[config.mk]
export PLATFORM = sky130hd
export DESIGN_NAME = reg_bus_decode_flat
export DESIGN_NICKNAME = d
export VERILOG_FILES = /design/src/source/reg_bus_if.sv /design/src/source/reg_bus_decode.sv /design/src/flat_wrapper.sv
export VERILOG_INCLUDE_DIRS = /design/src /design/src/include
export SDC_FILE = /design/constraint.sdc
export NUM_CORES = 1
export LEC_CHECK = 0
export BUFFER_PORTS_ARGS = -buffer_cell sky130_fd_sc_hd__buf_4
export CAP_MARGIN = 30
export CORE_AREA = 2 2 88 90
export DETAILED_ROUTE_END_ITERATION = 12
export DIE_AREA = 0 0 90 92
export PLACE_DENSITY_LB_ADDON = 0.25
export SYNTH_ARGS = -nofsm -noshare
export SYNTH_HDL_FRONTEND = slang
export SYNTH_SLANG_ARGS = --single-unit
[constraint.sdc]
create_clock -name AXI_ACLK -period 1.3 [get_ports AXI_ACLK]
set_clock_uncertainty 0.05 [all_clocks]
set_input_delay 0.325 -clock AXI_ACLK [delete_from_list [all_inputs] [get_ports AXI_ACLK]]
set_output_delay 0.325 -clock AXI_ACLK [all_outputs]
set_load 0.05 [all_outputs]
[src/include/router_macros.svh]
/*
 * Router output-port lookup
 * Widths, header field positions, table depth and register map
 */
`ifndef ROUTER_MACROS_SVH
`define ROUTER_MACROS_SVH

// Stream widths
`define TDATA_W 256
`define TUSER_W 128
`define TSTRB_W 32
`define FIFO_W (1 + `TUSER_W + `TSTRB_W + `TDATA_W)  // last, user, strobe, data

// Sideband port fields, 8 bits each
`define SRC_PORT_POS 16
`define DST_PORT_POS 24
`define NUM_PORTS 4                // Ethernet ports, one-hot on even bits

// Route table
`define RT_DEPTH 16
`define RT_IDX_W 4

// Register port
`define REG_ADDR_W 10
`define REG_DATA_W 32
`define BANK_BIT 9                 // Set for the route table bank

// Bank 0 word map
`define REG_CLR 0                  // Write clears all counters
`define REG_MAC_BASE 1             // Low/high pairs, ports 0 to 3
`define REG_CNT_BASE 9             // wrong_mac, non_ip, lpm_miss, dropped, forwarded
`define NUM_CNT 5

`define FIFO_DEPTH_BITS 4
`define ETH_IP 16'h0800

`endif
[src/source/reg_bus_if.sv]
/*
 * Register bank port
 * One-cycle strobe in, one-cycle acknowledge with read data out
 */
`timescale 1ns/1ps
`default_nettype none
`include "router_macros.svh"

interface reg_bus_if;

  logic [`BANK_BIT-1:0]   addr;   // Word offset inside the bank
  logic [`REG_DATA_W-1:0] wdata;
  logic                   wr;     // Write strobe
  logic                   rd;     // Read strobe
  logic [`REG_DATA_W-1:0] rdata;  // Valid with ack
  logic                   ack;

  modport master (output addr, wdata, wr, rd, input rdata, ack);
  modport slave (input addr, wdata, wr, rd, output rdata, ack);

endinterface

`default_nettype wire

[src/source/reg_bus_decode.sv]
/*
 * Register port decoder
 * Steers each strobe to the counter bank or the route table bank
 */
`timescale 1ns/1ps
`default_nettype none
`include "router_macros.svh"

module reg_bus_decode (
  input  wire                    AXI_ACLK,
  input  wire                    AXI_RESETN,
  input  wire  [`REG_ADDR_W-1:0] reg_addr,
  input  wire  [`REG_DATA_W-1:0] reg_wdata,
  input  wire                    reg_wr,
  input  wire                    reg_rd,
  output logic [`REG_DATA_W-1:0] reg_rdata,
  output logic                   reg_ack,
  reg_bus_if.master              regs_bus,
  reg_bus_if.master              table_bus
);

  logic is_tbl;  // Bank select of this strobe
  logic sel_q;   // Bank of the access in flight

  assign is_tbl = reg_addr[`BANK_BIT];

  // Offset goes to both, strobe only to one
  assign regs_bus.addr   = reg_addr[`BANK_BIT-1:0];
  assign regs_bus.wdata  = reg_wdata;
  assign regs_bus.wr     = reg_wr && !is_tbl;
  assign regs_bus.rd     = reg_rd && !is_tbl;
  assign table_bus.addr  = reg_addr[`BANK_BIT-1:0];
  assign table_bus.wdata = reg_wdata;
  assign table_bus.wr    = reg_wr && is_tbl;
  assign table_bus.rd    = reg_rd && is_tbl;

  always_ff @(posedge AXI_ACLK) begin
    if (!AXI_RESETN) sel_q <= 1'b0;
    else if (reg_wr || reg_rd) sel_q <= is_tbl;
  end

  // Reply mux, data is zero outside the ack cycle
  assign reg_ack   = sel_q ? table_bus.ack : regs_bus.ack;
  assign reg_rdata = !reg_ack ? '0 : (sel_q ? table_bus.rdata : regs_bus.rdata);

endmodule

`default_nettype wire

[src/flat_wrapper.sv]
// flat-port wrapper written by rule: the top's interface ports become plain ports
module reg_bus_decode_flat 
  (AXI_ACLK, AXI_RESETN, reg_addr, reg_wdata, reg_wr, reg_rd, reg_rdata, reg_ack, regs_bus_addr, regs_bus_wdata, regs_bus_wr, regs_bus_rd, regs_bus_rdata, regs_bus_ack, table_bus_addr, table_bus_wdata, table_bus_wr, table_bus_rd, table_bus_rdata, table_bus_ack);
  reg_bus_if regs_bus_i ();
  reg_bus_if table_bus_i ();
  input  wire AXI_ACLK;
  input  wire AXI_RESETN;
  input  wire  [`REG_ADDR_W-1:0] reg_addr;
  input  wire  [`REG_DATA_W-1:0] reg_wdata;
  input  wire reg_wr;
  input  wire reg_rd;
  output logic [`REG_DATA_W-1:0] reg_rdata;
  output logic reg_ack;
  output wire logic [$bits(regs_bus_i.addr)-1:0] regs_bus_addr;
  output wire logic [$bits(regs_bus_i.wdata)-1:0] regs_bus_wdata;
  output wire logic [$bits(regs_bus_i.wr)-1:0] regs_bus_wr;
  output wire logic [$bits(regs_bus_i.rd)-1:0] regs_bus_rd;
  input wire logic [$bits(regs_bus_i.rdata)-1:0] regs_bus_rdata;
  input wire logic [$bits(regs_bus_i.ack)-1:0] regs_bus_ack;
  output wire logic [$bits(table_bus_i.addr)-1:0] table_bus_addr;
  output wire logic [$bits(table_bus_i.wdata)-1:0] table_bus_wdata;
  output wire logic [$bits(table_bus_i.wr)-1:0] table_bus_wr;
  output wire logic [$bits(table_bus_i.rd)-1:0] table_bus_rd;
  input wire logic [$bits(table_bus_i.rdata)-1:0] table_bus_rdata;
  input wire logic [$bits(table_bus_i.ack)-1:0] table_bus_ack;
  assign regs_bus_addr = regs_bus_i.addr;
  assign regs_bus_wdata = regs_bus_i.wdata;
  assign regs_bus_wr = regs_bus_i.wr;
  assign regs_bus_rd = regs_bus_i.rd;
  assign regs_bus_i.rdata = regs_bus_rdata;
  assign regs_bus_i.ack = regs_bus_ack;
  assign table_bus_addr = table_bus_i.addr;
  assign table_bus_wdata = table_bus_i.wdata;
  assign table_bus_wr = table_bus_i.wr;
  assign table_bus_rd = table_bus_i.rd;
  assign table_bus_i.rdata = table_bus_rdata;
  assign table_bus_i.ack = table_bus_ack;
  reg_bus_decode u_core (.AXI_ACLK(AXI_ACLK), .AXI_RESETN(AXI_RESETN), .reg_addr(reg_addr), .reg_wdata(reg_wdata), .reg_wr(reg_wr), .reg_rd(reg_rd), .reg_rdata(reg_rdata), .reg_ack(reg_ack), .regs_bus(regs_bus_i), .table_bus(table_bus_i));
endmodule
* Word-level counts from Yosys, hierarchy flattened
Index checks and enable logic that the tools add are counted.
** Word-level totals
- Register bits after elaboration :: 1
- Input bits :: 112
- Output and inout port bits :: 119
- Logic and storage cells :: 10
** Cells by class
- Multiplexer cells :: 3
- Reduce and logical (&&, ||, !) cells :: 6
** Operators by type and width (number)
- $mux W32 :: 2
- $logic_and A1 B1 Y1 :: 4
- $logic_not A1 Y1 :: 1
- $logic_or A1 B1 Y1 :: 1
- $mux W1 :: 1

* Logic depth before layout (Yosys ltp)
- Word-level depth :: 2
- Gate-level depth with buffers :: 4
- Depth with buffers taken out :: 2

* Least setup slack after synthesis
Ideal clock, no wire load.
- Kind :: reg-to-output
- From :: register u_core.sel_q
- To :: output port reg_rdata[31]
- Data arrival time :: 1.572 ns
- Required time :: 0.925 ns
- Slack :: -0.647 ns
- Cell stages (with the launch flop) :: 3
- Path buffers :: 1
- Cells stage by stage :: dfxtp_1 > buf_6 > o21ai_0
** On the way
- Word-level cells in the longest chain between the ends :: 2
- Elaborated cells between the ends (all ways) :: 3
- Those cells by class :: 3 x mux
** Ends and longest elaborated chain
- from (decl) :: line reg_bus_decode.sv:23 : logic sel_q;
- from (signal assigned) :: line reg_bus_decode.sv:39 : else if (reg_wr || reg_rd) sel_q <= is_tbl;
- $mux W32 / $mux W1 (equally long branches) :: line reg_bus_decode.sv:44, reg_bus_decode.sv:43
- $mux W32 (*) :: line reg_bus_decode.sv:44 : assign reg_rdata = !reg_ack ? '0 : (sel_q ? table_bus.rdata : regs_bus.rdata);
- to (decl) :: line flat_wrapper.sv:12 : output logic [`REG_DATA_W-1:0] reg_rdata;
Mark *: on every way between the ends. The rest lies on a longest branch, timed or not.

* Worst setup path after layout
- From :: register u_core.sel_q
- To :: output port reg_ack
** On the way
- Word-level cells in the longest chain between the ends :: 1
** Ends and longest elaborated chain
- $mux W1 :: line reg_bus_decode.sv:43 : assign reg_ack = sel_q ? table_bus.ack : regs_bus.ack;
- to (decl) :: line flat_wrapper.sv:13 : output logic reg_ack;
No other way between the ends.

==> key figures <==
Status
  • Outcome: finished with violations
  • Failing checks: setup timing

STA
  • Max Slew Vio Count: 0
  • RSZ-0062 raised after global routing: true
  • Final hold vios: 0
  • Fin crit period: between 1000 and 1500 ps
  • Final setup viols: 33
  • Final worst-path cycle share: 106%
  • Hold Slack: between 400 and 500 ps
  • Worst slew pin tran: approximately 190 ps
  • Slew Limit Headroom: between 80 and 90%
  • Final setup margin: -81.3 ps
  • Max Clk Rate: between 700 and 800 MHz

Global routing
  • Met3 Usage GRT: 3.86%
  • GR Overflow Total: 0
  • First-pass GRT wire length: 8110 µm
  • Largest net degree at the start of global routing: 25
  • Number of antenna violations at the first check in global routing: 0
  • GR Util met1: approximately 13%
  • M2 GR Usage: 21.8%
  • Vias in the first global route: around 1500
  • GRT Util Overall: between 10% and 20%
  • Gr busiest metal: met2

Finish
  • Final nets: 365
  • Antenna diodes: 0
  • P&R area growth vs syn: 85.8%
  • Share of layout cells above drive strength 1: 97.6%
  • Max reg flops: 1
  • Non-filler instance count after layout: about 350
  • Largest Register: u_core.sel_q
  • Biggest regs: u_core.sel_q x1

Synthesis
  • Post-synth EDFFs: 0
  • Yosys reg bits: 1
  • Post-synth ARST share: 0%
  • Sequential area share after synthesis: about 1.3%
  • Top post-synthesis cells by area: buf_4 (40%), nand3_2 (19%), o21ai_2 (17%)
  • Syn Nets: 314
  • Warnings from Yosys: 0
  • Area share of the largest cell type after synthesis: between 40% and 50%
  • Syn Area/Cell: 7.73 µm²
  • Most frequent cell after synthesis: buf_4
  • Synthesized area: roughly 1600 µm²
  • Top FF cell, synth: dfxtp_1
  • Syn Inst Count: 202
  • Yosys cell types: 18
  • Most frequent cells after synthesis: buf_4 (84), nand2_1 (32), nand3_2 (30), o21ai_2 (30), buf_6 (5)
  • Synth area leader: buf_4

Placed design
  • Placed insts: 342
  • Dpl hpwl: 4240 µm
  • Port Buffer Count: approximately 110
  • Routability cong.: ~0.67

Setup path
  • CP max FO: 12
  • Slowest CP cell: dfxtp_4
  • CP max stage delay: roughly 390 ps
  • Setup crit start kind: flop
  • Crit-path cells: buf_12 -> mux2_4 -> buf_6
  • Setup CP Type: reg -> out
  • Worst EP arrival: between 1000 and 1500 ps
  • Worst Path Required: about 930 ps
  • Setup crit end kind: output port
  • Delay-heaviest family, CP: flip-flops
  • CP bufs+invs: 2

Clocking
  • Clock transition at path regs: 0 ps
  • CTS Hold Bufs: 0
  • Skew-Pair Late Insertion Delay: 0 ps

Power
  • Sequential share of power: roughly 3.0%
  • Pleak: around 0.0013 µW
  • P_int: between 600 and 700 µW
  • Pwr dens: ~460 nW/µm²
  • Net switching power: 692 µW
  • Worst ir drop on vdd: roughly 0.18 mV
  • Switching share of power: a little over half
  • Comb power frac: about 97%
  • Clock Power Share: 0%

Detailed routing
  • DRT Pass-1 Iters: 3
  • Post-route ant nets: 0
  • Routed WL per cell: between 15 and 20 µm
  • Via density: approximately 4.1
  • Routed WL: approximately 5400 µm
  • Iter 0 DRT Violations: 36
  • DRC viols: 0
  • Via count: between 1000 and 1500

Floorplanning
  • Core Footprint: around 7400 µm²
  • Starting Density: a little over a fifth
  • Rows: 32
  • DIE WIDTH: 90 µm
  • Chip height: about 92 µm
  • Io pins: 231
  • Die area: slightly above 8000 µm²

Flow run
  • Max-cap viol count: 0

Worst hold path
  • Hold crit path type: in -> reg
## worst reg2reg max path: stages, from the launching register on
cell,delay [ps]
dfxtp_4,390
buf_12,210
buf_6,140
buf_4,100
nand2_2,40
o31ai_2,180
## final cells by class
cell class	count	area, µm²
fill	745	4550
timing repair buffer	146	1470
multi-input combinational	104	1280
tap	102	128
sequential	1	23.8
## kinds of logic after synthesis
| logic type | after synthesis | synth area share (%) |
|---|---|---|
| AND/OR/NAND/NOR | 69 | 29.6 |
| multiplexers | 1 | 0.961 |
| flip-flops | 1 | 1.28 |
| AO/OA/AOI/OAI | 34 | 18.7 |
| buffers and inverters | 97 | 49.4 |
## placed cells by master (no fill, tap or decap), drive strengths merged
cell type	instances
and2	2
buf	143
clkbuf	3
dfxtp	1
mux2	1
nand2	33
nand3	32
nor2b	2
o211ai	1
o21ai	32
o31ai	1
## path summary, 6_finish.rpt
check        slack, ps                         to                 startpoint  cells past startpoint
min                480  u_core.sel_q$_SDFFE_PN0P_                     reg_rd                      2
min reg2reg        900  u_core.sel_q$_SDFFE_PN0P_  u_core.sel_q$_SDFFE_PN0P_                      5
max                -80                    reg_ack  u_core.sel_q$_SDFFE_PN0P_                      3
max reg2reg         90  u_core.sel_q$_SDFFE_PN0P_  u_core.sel_q$_SDFFE_PN0P_                      5
## metrics by stage
step	worst slack [ps]	total power (µW)	cell area (µm²)	TNS, ps	util, %
final	-81.3	1320	2900	-1190	39.0
after global routing	-118	1390	2900	-2620	39.0
after CTS	-86.5	1280	2750	-1930	36.9
after detailed placement	-213	1160	2450	-5700	32.9
after global placement	-207	1150	2450	-5300	32.9
after floorplan	-65.9	1450	2080	-1480	-
## power by group through the flow
| stage | clock [µW] | sequential, µW | combinational (µW) |
|---|---|---|---|
| floorplan | 0 | 36.4 | 1410 |
| global placement | 0 | 39.9 | 1110 |
| detailed placement | 0 | 40.1 | 1120 |
| CTS | 0 | 40.1 | 1240 |
| global route | 0 | 40.7 | 1340 |
| finish | 0 | 39.4 | 1280 |
## metal layers
layer / wire length, µm / up-vias
met2: 2760 / 115
met5: 0 / -
met3: 600 / 20
met4: 121 / 0
met1: 1910 / 639
li1: - / 684
## what timing repair did
item,CTS,global route
pin swaps,3,4
endpoints found under the setup margin,33,33
gates resized for setup,54,11
endpoints found under the hold margin,0,0
cloned,2,3
setup buffers,5,1
Power figures use the tool's default switching activity.
