<file path="config.mk">
export PLATFORM = sky130hd
export DESIGN_NAME = pkt_forward_flat
export DESIGN_NICKNAME = d
export VERILOG_FILES = /design/src/source/router_pkg.sv /design/src/source/lpm_if.sv /design/src/source/pkt_forward.sv /design/src/flat_wrapper.sv
export VERILOG_INCLUDE_DIRS = /design/src /design/src/include
export SDC_FILE = /design/constraint.sdc
export NUM_CORES = 1
export LEC_CHECK = 0
export ABC_CLOCK_PERIOD_IN_PS = 43500
export BUFFER_PORTS_ARGS = -buffer_cell sky130_fd_sc_hd__buf_2
export CAP_MARGIN = 20
export CELL_PAD_IN_SITES_DETAIL_PLACEMENT = 0
export CELL_PAD_IN_SITES_GLOBAL_PLACEMENT = 1
export CORE_AREA = 2 2 426 428
export CTS_BUF_LIST = sky130_fd_sc_hd__clkbuf_8
export CTS_CLUSTER_SIZE = 20
export DETAILED_ROUTE_END_ITERATION = 8
export DIE_AREA = 0 0 428 430
export GPL_TIMING_DRIVEN = 1
export PLACE_DENSITY_LB_ADDON = 0.1
export SETUP_SLACK_MARGIN = 0.02
export SLEW_MARGIN = 20
export SYNTH_ARGS = -nofsm -noshare
export SYNTH_HDL_FRONTEND = slang
export SYNTH_SLANG_ARGS = --single-unit
</file>
<file path="constraint.sdc">
create_clock -name AXI_ACLK -period 43.5 [get_ports AXI_ACLK]
set_input_delay 6.525 -clock AXI_ACLK [delete_from_list [all_inputs] [get_ports AXI_ACLK]]
set_output_delay 6.525 -clock AXI_ACLK [all_outputs]
set_load 0.005 [all_outputs]
</file>
<file path="src/include/router_macros.svh">
/*
 * Router output-port lookup
 * Widths, header field positions, table depth and register map
 */
`ifndef ROUTER_MACROS_SVH
`define ROUTER_MACROS_SVH

// Stream widths
`define TDATA_W 256
`define TUSER_W 128
`define TSTRB_W 32
`define FIFO_W (1 + `TUSER_W + `TSTRB_W + `TDATA_W)  // last, user, strobe, data

// Sideband port fields, 8 bits each
`define SRC_PORT_POS 16
`define DST_PORT_POS 24
`define NUM_PORTS 4                // Ethernet ports, one-hot on even bits

// Route table
`define RT_DEPTH 16
`define RT_IDX_W 4

// Register port
`define REG_ADDR_W 10
`define REG_DATA_W 32
`define BANK_BIT 9                 // Set for the route table bank

// Bank 0 word map
`define REG_CLR 0                  // Write clears all counters
`define REG_MAC_BASE 1             // Low/high pairs, ports 0 to 3
`define REG_CNT_BASE 9             // wrong_mac, non_ip, lpm_miss, dropped, forwarded
`define NUM_CNT 5

`define FIFO_DEPTH_BITS 4
`define ETH_IP 16'h0800

`endif
</file>
<file path="src/source/router_pkg.sv">
/*
 * Router output-port lookup shared types
 * FSM states, register opcodes and per-packet event pulses
 */
`default_nettype none

package router_pkg;

  // Forwarder FSM
  typedef enum logic [2:0] {
    FWD_HEAD,       // Wait for beat 0
    FWD_SECOND,     // Beat 1 at FIFO head, run checks
    FWD_LOOKUP,     // Route search in flight
    FWD_SEND_HEAD,  // Present held beat 0
    FWD_SEND_BODY,  // Stream from FIFO through tlast
    FWD_DROP        // Discard through tlast
  } fwd_state_e;

  // Route table arbiter
  typedef enum logic [1:0] {
    RT_IDLE,
    RT_SEARCH,
    RT_HOST
  } rt_state_e;

  // Host access decoded from the strobes
  typedef enum logic [1:0] {
    OP_NONE,
    OP_READ,
    OP_WRITE
  } reg_op_e;

  // One-cycle pulses, wrong_mac is the top bit
  typedef struct packed {
    logic wrong_mac;
    logic non_ip;
    logic lpm_miss;
    logic dropped;
    logic forwarded;
  } pkt_events_t;

endpackage

`default_nettype wire

</file>
<file path="src/source/lpm_if.sv">
/*
 * Route search port
 * Request pulse with held IP, done pulse with hit and output-port field
 */
`timescale 1ns/1ps
`default_nettype none

interface lpm_if;

  logic        req;   // One cycle
  logic [31:0] ip;    // Held until done
  logic        done;  // One cycle
  logic        hit;
  logic [7:0]  oq;    // Output-port field of the winning row

  modport client (output req, ip, input done, hit, oq);
  modport server (input req, ip, output done, hit, oq);

endinterface

`default_nettype wire

</file>
<file path="src/source/pkt_forward.sv">
/*
 * Packet forwarder
 * Runt, MAC and ethertype checks, route lookup, output-port insertion
 */
`timescale 1ns/1ps
`default_nettype none
`include "router_macros.svh"

module pkt_forward (
  input  wire                          AXI_ACLK,
  input  wire                          AXI_RESETN,
  input  wire  [`FIFO_W-1:0]           fifo_dout,
  input  wire                          fifo_empty,
  output logic                         fifo_rd,
  input  wire  [`NUM_PORTS-1:0][47:0]  port_mac,
  lpm_if.client                        lpm,
  output logic [`TDATA_W-1:0]          m_axis_tdata,
  output logic [`TSTRB_W-1:0]          m_axis_tstrb,
  output logic [`TUSER_W-1:0]          m_axis_tuser,
  output logic                         m_axis_tvalid,
  output logic                         m_axis_tlast,
  input  wire                          m_axis_tready,
  output router_pkg::pkt_events_t      events
);

  import router_pkg::*;

  fwd_state_e          state;
  fwd_state_e          state_next;
  logic [`TDATA_W-1:0] f_data;
  logic [`TSTRB_W-1:0] f_strb;
  logic [`TUSER_W-1:0] f_user;
  logic                f_last;
  logic [`TDATA_W-1:0] hold_data;  // Beat 0
  logic [`TSTRB_W-1:0] hold_strb;
  logic [`TUSER_W-1:0] hold_user;
  logic [7:0]          oq_q;       // Output-port field from lookup
  logic                mac_ok;
  logic                is_ip;

  assign {f_last, f_user, f_strb, f_data} = fifo_dout;

  // Destination MAC against the source port's own MAC
  always_comb begin
    mac_ok = 1'b0;  // No Ethernet source bit fails too
    for (int p = 0; p < `NUM_PORTS; p++) begin
      if (hold_user[`SRC_PORT_POS + 2*p] && hold_data[255:208] == port_mac[p]) mac_ok = 1'b1;
    end
  end

  assign is_ip  = (hold_data[159:144] == `ETH_IP);
  // Dest IP, bytes 30-31 from beat 0, 32-33 from beat 1 still at the head
  assign lpm.ip = {hold_data[15:0], f_data[255:240]};

  // Output mux, held beat 0 first then straight from the FIFO
  assign m_axis_tdata = (state == FWD_SEND_HEAD) ? hold_data : f_data;
  assign m_axis_tstrb = (state == FWD_SEND_HEAD) ? hold_strb : f_strb;
  assign m_axis_tlast = (state == FWD_SEND_HEAD) ? 1'b0 : f_last;  // Beat 0 never last here

  always_comb begin
    m_axis_tuser = (state == FWD_SEND_HEAD) ? hold_user : f_user;
    m_axis_tuser[`DST_PORT_POS +: 8] = oq_q;
  end

  always_comb begin
    state_next    = state;
    fifo_rd       = 1'b0;
    lpm.req       = 1'b0;
    m_axis_tvalid = 1'b0;
    events        = '0;
    case (state)
      FWD_HEAD: begin
        if (!fifo_empty) begin
          fifo_rd = 1'b1;                     // Pop beat 0 into hold
          if (f_last) events.dropped = 1'b1;  // Runt
          else state_next = FWD_SECOND;
        end
      end
      FWD_SECOND: begin
        if (!fifo_empty) begin
          if (!mac_ok) begin
            events.wrong_mac = 1'b1;
            events.dropped   = 1'b1;
            state_next       = FWD_DROP;
          end else if (!is_ip) begin
            events.non_ip  = 1'b1;
            events.dropped = 1'b1;
            state_next     = FWD_DROP;
          end else begin
            lpm.req    = 1'b1;
            state_next = FWD_LOOKUP;
          end
        end
      end
      FWD_LOOKUP: begin
        if (lpm.done) begin
          if (lpm.hit) begin
            state_next = FWD_SEND_HEAD;
          end else begin
            events.lpm_miss = 1'b1;
            events.dropped  = 1'b1;
            state_next      = FWD_DROP;
          end
        end
      end
      FWD_SEND_HEAD: begin
        m_axis_tvalid = 1'b1;
        if (m_axis_tready) state_next = FWD_SEND_BODY;
      end
      FWD_SEND_BODY: begin
        m_axis_tvalid = !fifo_empty;
        fifo_rd       = !fifo_empty && m_axis_tready;
        if (fifo_rd && f_last) begin
          events.forwarded = 1'b1;
          state_next       = FWD_HEAD;
        end
      end
      FWD_DROP: begin
        fifo_rd = !fifo_empty;  // Flush through tlast
        if (fifo_rd && f_last) state_next = FWD_HEAD;
      end
      default: state_next = FWD_HEAD;
    endcase
  end

  always_ff @(posedge AXI_ACLK) begin
    if (!AXI_RESETN) state <= FWD_HEAD;
    else state <= state_next;
  end

  always_ff @(posedge AXI_ACLK) begin
    if (state == FWD_HEAD && fifo_rd) begin
      hold_data <= f_data;
      hold_strb <= f_strb;
      hold_user <= f_user;
    end
    if (state == FWD_LOOKUP && lpm.done) oq_q <= lpm.oq;
  end

endmodule

`default_nettype wire

</file>
<file path="src/flat_wrapper.sv">
// flat-port wrapper written by rule: the top's interface ports become plain ports
module pkt_forward_flat import router_pkg::*;
  (AXI_ACLK, AXI_RESETN, fifo_dout, fifo_empty, fifo_rd, port_mac, m_axis_tdata, m_axis_tstrb, m_axis_tuser, m_axis_tvalid, m_axis_tlast, m_axis_tready, events, lpm_req, lpm_ip, lpm_done, lpm_hit, lpm_oq);
  lpm_if lpm_i ();
  input  wire AXI_ACLK;
  input  wire AXI_RESETN;
  input  wire  [`FIFO_W-1:0] fifo_dout;
  input  wire fifo_empty;
  output logic fifo_rd;
  input  wire  [`NUM_PORTS-1:0][47:0] port_mac;
  output logic [`TDATA_W-1:0] m_axis_tdata;
  output logic [`TSTRB_W-1:0] m_axis_tstrb;
  output logic [`TUSER_W-1:0] m_axis_tuser;
  output logic m_axis_tvalid;
  output logic m_axis_tlast;
  input  wire m_axis_tready;
  output router_pkg::pkt_events_t events;
  output wire logic [$bits(lpm_i.req)-1:0] lpm_req;
  output wire logic [$bits(lpm_i.ip)-1:0] lpm_ip;
  input wire logic [$bits(lpm_i.done)-1:0] lpm_done;
  input wire logic [$bits(lpm_i.hit)-1:0] lpm_hit;
  input wire logic [$bits(lpm_i.oq)-1:0] lpm_oq;
  assign lpm_req = lpm_i.req;
  assign lpm_ip = lpm_i.ip;
  assign lpm_i.done = lpm_done;
  assign lpm_i.hit = lpm_hit;
  assign lpm_i.oq = lpm_oq;
  pkt_forward u_core (.AXI_ACLK(AXI_ACLK), .AXI_RESETN(AXI_RESETN), .fifo_dout(fifo_dout), .fifo_empty(fifo_empty), .fifo_rd(fifo_rd), .port_mac(port_mac), .lpm(lpm_i), .m_axis_tdata(m_axis_tdata), .m_axis_tstrb(m_axis_tstrb), .m_axis_tuser(m_axis_tuser), .m_axis_tvalid(m_axis_tvalid), .m_axis_tlast(m_axis_tlast), .m_axis_tready(m_axis_tready), .events(events));
endmodule
</file>
After elaboration in Yosys (flattened, before gate mapping) --
Cells that the tools add are included.
Cells by class: reduce and logical (&&, ||, !) cells 12, equal/unequal tests 17, mux-type cells 41
Operators with widths (count):
- $mux 256 | 1
- $eq 48x48->1 | 4
- $mux 128 | 1
- $mux 32 | 1
- $mux 3 | 10
- $mux 1 | 20
- $pmux 3 s6 | 1
- $eq 16x12->1 const B | 1
- $ne 2x2->1 const B | 5
- $logic_and 1x1->1 | 9
- $mux 2 | 4
- $reduce_and 7->1 | 1
- $eq 3x2->1 const B | 2
- $eq 3x3->1 const B | 2
- $pmux 1 s3 | 2
- $ne 2x1->1 const B | 2
- $eq 3x1->1 const B | 1
- $logic_not 3->1 | 1
- $pmux 1 s2 | 1
- $logic_not 1->1 | 1
Storage, ports and cells: input port bits 623, logic and storage cells 75, output and inout bits 457, register bits 427

Depth between registers and ports, before layout --
depth in word-level cells 9, mapped depth 8, gate-level depth less buffers 7

Worst setup path before layout --
OpenSTA, ideal clock, no wires.
path type input to register, from in fifo_empty, to reg u_core.hold_data[0], enable pin, data arrival time 44.680 ns, library setup time 2.175 ns, slack -3.354 ns, path buffers 0, required time 41.325 ns, stages 1, cell sequence nor4_1
Between the ends: longest elaborated chain between the ends 4, elaborated cells between the ends (all ways) 5, those cells by class mux: 2; reduce/logical: 3
Ends and longest elaborated chain:
- start, declared | line flat_wrapper.sv:8 | input wire fifo_empty;
- $logic_not 1->1
- $logic_and 1x1->1 | line pkt_forward.sv:112 | fifo_rd = !fifo_empty && m_axis_tready;
- $pmux 1 s3 * | line pkt_forward.sv:71 | case (state)
- $logic_and 1x1->1 * | line pkt_forward.sv:132 | if (state == FWD_HEAD && fifo_rd) begin
- end signal, assigned | line pkt_forward.sv:133 | hold_data <= f_data;
- end, declared | line pkt_forward.sv:34 | logic [`TDATA_W-1:0] hold_data;
Every way passes the cells marked *; elsewhere a longest branch is shown, timed or not. A chain may end at the register's enable or synchronous reset.

==> impl_results.md <==
- Outcome: finished, final reports clean
- Area Overhead vs Synth: 47.76%
- Reg power frac: 46.2%
- Met3 WL: 9.623 mm
- Asr flop ratio synth: 0%
- Critical R2R Capture: u_core.state[1]
- Fin Setup TNS: 0 ns
- Worst reg2reg startpoint: u_core.hold_data[239]
- Post-synthesis register bit count: 419
- Crit path DAT: 9.10 ns
- Max layer used: met5
- Yosys Warn Count: 0
- Fin area: 29,980 um2
- Unrepaired setup endpoints after global routing: false
- Worst reg2reg setup slack: 40.09 ns
- Critical path, cell by cell: buf_2 -> xor2_1 -> nor4_1 -> nand3_1 -> or4_1 -> a41oi_2 -> o21ai_0 -> buf_2
- Fmax: 0.06399 GHz
- Residual DRC: 0
- Hold endpoint: u_core.state[0]
- Fin crit share: 35.93%
- Max-cap violations: 0
- Top FF cell, synth: edfxtp_1
- Post-synth top area cell: edfxtp_1
- Dpl hpwl: 94.28 mm
- H-tree Lvls: 3
- Total gr overflow: 0
- Hold Path Class: flop to flop
- Switching power: 322.4 uW
- Post-synth EDFFs: 416
- Post-synth net total: 1,901
- Final Slew Violations: 0
- Comb pwr share: 12.7%
- Max VDD drop: 23.44 uV
- Seq/Total Area, Yosys: 61.87%
- Mapped cell area: 20,290 um2
- CTS Hold Bufs: 0
- Worst Path Max Fanout: 4
- Worst Hold Depth: 2
- Die W: 428 um
- RD Place Congestion: 0.7840
- Most frequent cells in the layout: buf_2, edfxtp_1, mux2_2
- Total clock sinks: 419
- Synth area leaders: edfxtp_1, mux2_2, xor2_1, xnor2_1, clkbuf_1
- Post-CTS Resized: 0
- Switching share of power: 29.42%
- Slew margin rel.: 26.89%
- Worst-Margin Slew: 1.097 ns
- Final #Nets: 2,961
- Worst endpoint required time: 36.97 ns
- CP Class: input port to primary output
- Clock root buffer master: clkbuf_8
- Commonest non-fill, non-tap cell in the layout: buf_2
- Num CTS Buffers: 97
- Core Footprint: 179,800 um2
- Endpoint class of the critical path: primary output
- Port bufs: 1,071
- Share of cells above drive strength 1: 67.04%
- WL/cell: 24.13 um
- FF-to-FF path depth: 8
- Synth top area share: 61.58%
- Vias: 15,690
- Initial antenna violation count: 94
- Die H: 430 um
- Pwr dens: 36.56 nW/um2
- Worst Slack Setup Final: 27.87 ns
- Initial Util: 11.29%
- Clock latency at the later pin of the worst-skew pair: 0.84 ns
- CP max-delay cell: nor4_1
- Internal power: 773.5 uW
- Met2 wire len: 64.17 mm
- Clock slew seen by the registers of the worst setup and hold paths: 0.05 ns
- Row count: 156
- Clock power share: 41.1%
- Endpoints failing setup: 0
- Placed Area: 28,110 um2
- Routed Antenna Nets: 0
- Average footprint of a synthesized cell: 15.87 um2
- First-pass GRT wire length: 154.2 mm
- Boundary pin count: 1,080
- Post-Synthesis Cells: 1,278
- Avg Vias per Cell: 3.261
- Tmin final: 15.63 ns
- 1st-pass router iterations: 4
- Cell family with most CP delay: simple AND/OR/NAND/NOR gates
- Critical path's most frequent cell: buf_2
- Dpl ws: 27.57 ns
- Hold Fails Final Rpt: 0
- Fillers: 20,080
- Worst stage delay on the critical path: 0.83 ns
- Largest net degree at the start of global routing: 133
- CTS tree: built
- Die Area: 184,000 um2
- Routed Wire Length: 116.1 mm
- Wl on met1: 38.65 mm
- Netlist cell types: 41
- Crit path launch: port_mac[36]
- Fin Clk Skew: 0.03521 ns
- Hold Crit Start: u_core.state[0]
- Hold_ws: 0.7071 ns
- Vias in the first global route: 16,920
- Post-CTS setup buffers: 0
- Clk buf depth: 3
- Initial DRC Count: 621
- Crit path launch type: input port
- Leak: 0.01195 uW
- GRT Overall Usage: 12.24%
- Buf+Inv Stages, Crit Path: 2
area by class of cell:
cell class / count / area [um2] / share of cell area [%]
clock inverters: 81 / 452.9 / 1.511
multi-input cells: 728 / 7064 / 23.57
flip-flops and latches: 419 / 12550 / 41.87
repair buffers: 1086 / 5510 / 18.38
well taps: 2370 / 2965 / 9.892
diodes: 24 / 60.06 / 0.2004
inverters: 6 / 22.52 / 0.07513
clock buffers: 98 / 1349 / 4.500
worst max path at each step:
stage	end	slack, ns	depth (start not counted)
detailed placement	events[1]	27.57	8
finish	events[1]	27.87	8
CTS	events[1]	27.56	8
global route	events[1]	27.66	8
floorplan	u_core.hold_data[0]	13.96	1
global placement	events[1]	27.44	8
per-layer routing:
| metal | global-route usage [%] | vias to the layer above |
|---|---|---|
| li1 | - | 6973 |
| met1 | 11.47 | 7616 |
| met2 | 24.11 | 785 |
| met3 | 5.013 | 290 |
| met4 | 3.273 | 30 |
| met5 | 0 | - |
logic make-up after synthesis:
family          after synthesis  synth area share (%)
compound gates               20                0.6970
xor+xnor                    187                 8.073
buf+inv                     131                 3.478
flops                       419                 61.87
mux                         404                 22.43
simple gates                117                 3.454
power groups by stage:
| stage | sequential (uW) | combinational (uW) | clock [uW] |
|---|---|---|---|
| 3_3_place_gp | 515 | 145 | 0 |
| 2_1_floorplan | 526 | 64.3 | 0 |
| 4_1_cts | 508 | 145 | 485 |
| 3_5_place_dp | 516 | 144 | 0 |
| 6_report | 507 | 139 | 450 |
| 5_1_grt | 511 | 153 | 496 |
state kept, by name, indices dropped and copies added, names as in the netlist:
register          cells
u_core.hold_strb     32
u_core.state          3
u_core.hold_user    120
u_core.oq_q           8
u_core.hold_data    256
worst register-to-register path, stage by stage, from the launching register on:
cell      delay [ns]
edfxtp_1        0.70
xor2_1          0.29
nor4_1          0.54
buf_4           0.24
nand3_1         0.08
or4_4           0.51
a41oi_2         0.45
or3b_1          0.42
a21oi_2         0.13
cells in the mapped netlist, drive strengths merged (2+ instances only):
master  count
nor2        9
mux2      404
nor4b       2
nand3       6
nor4       35
o21ai       5
a21oi       5
clkbuf     73
nand4      28
xor2       96
edfxtp    416
or4         2
nor3        4
nor2b       2
dfxtp       3
nand2      17
inv         6
and3b       2
buf        52
nand2b      5
xnor2      91
o22ai       2
metrics by stage:
step | std cells | total power (uW) | util [%]
after detailed placement | 4609 | 660.0 | 15.64
after global routing | 4795 | 1160 | 16.65
after CTS | 4788 | 1138 | 16.64
after global placement | 4609 | 660.6 | 15.64
after floorplan | 1278 | 590.1 | -
final | 4812 | 1096 | 16.68
Note: power is estimated with default switching activity, not from simulation.
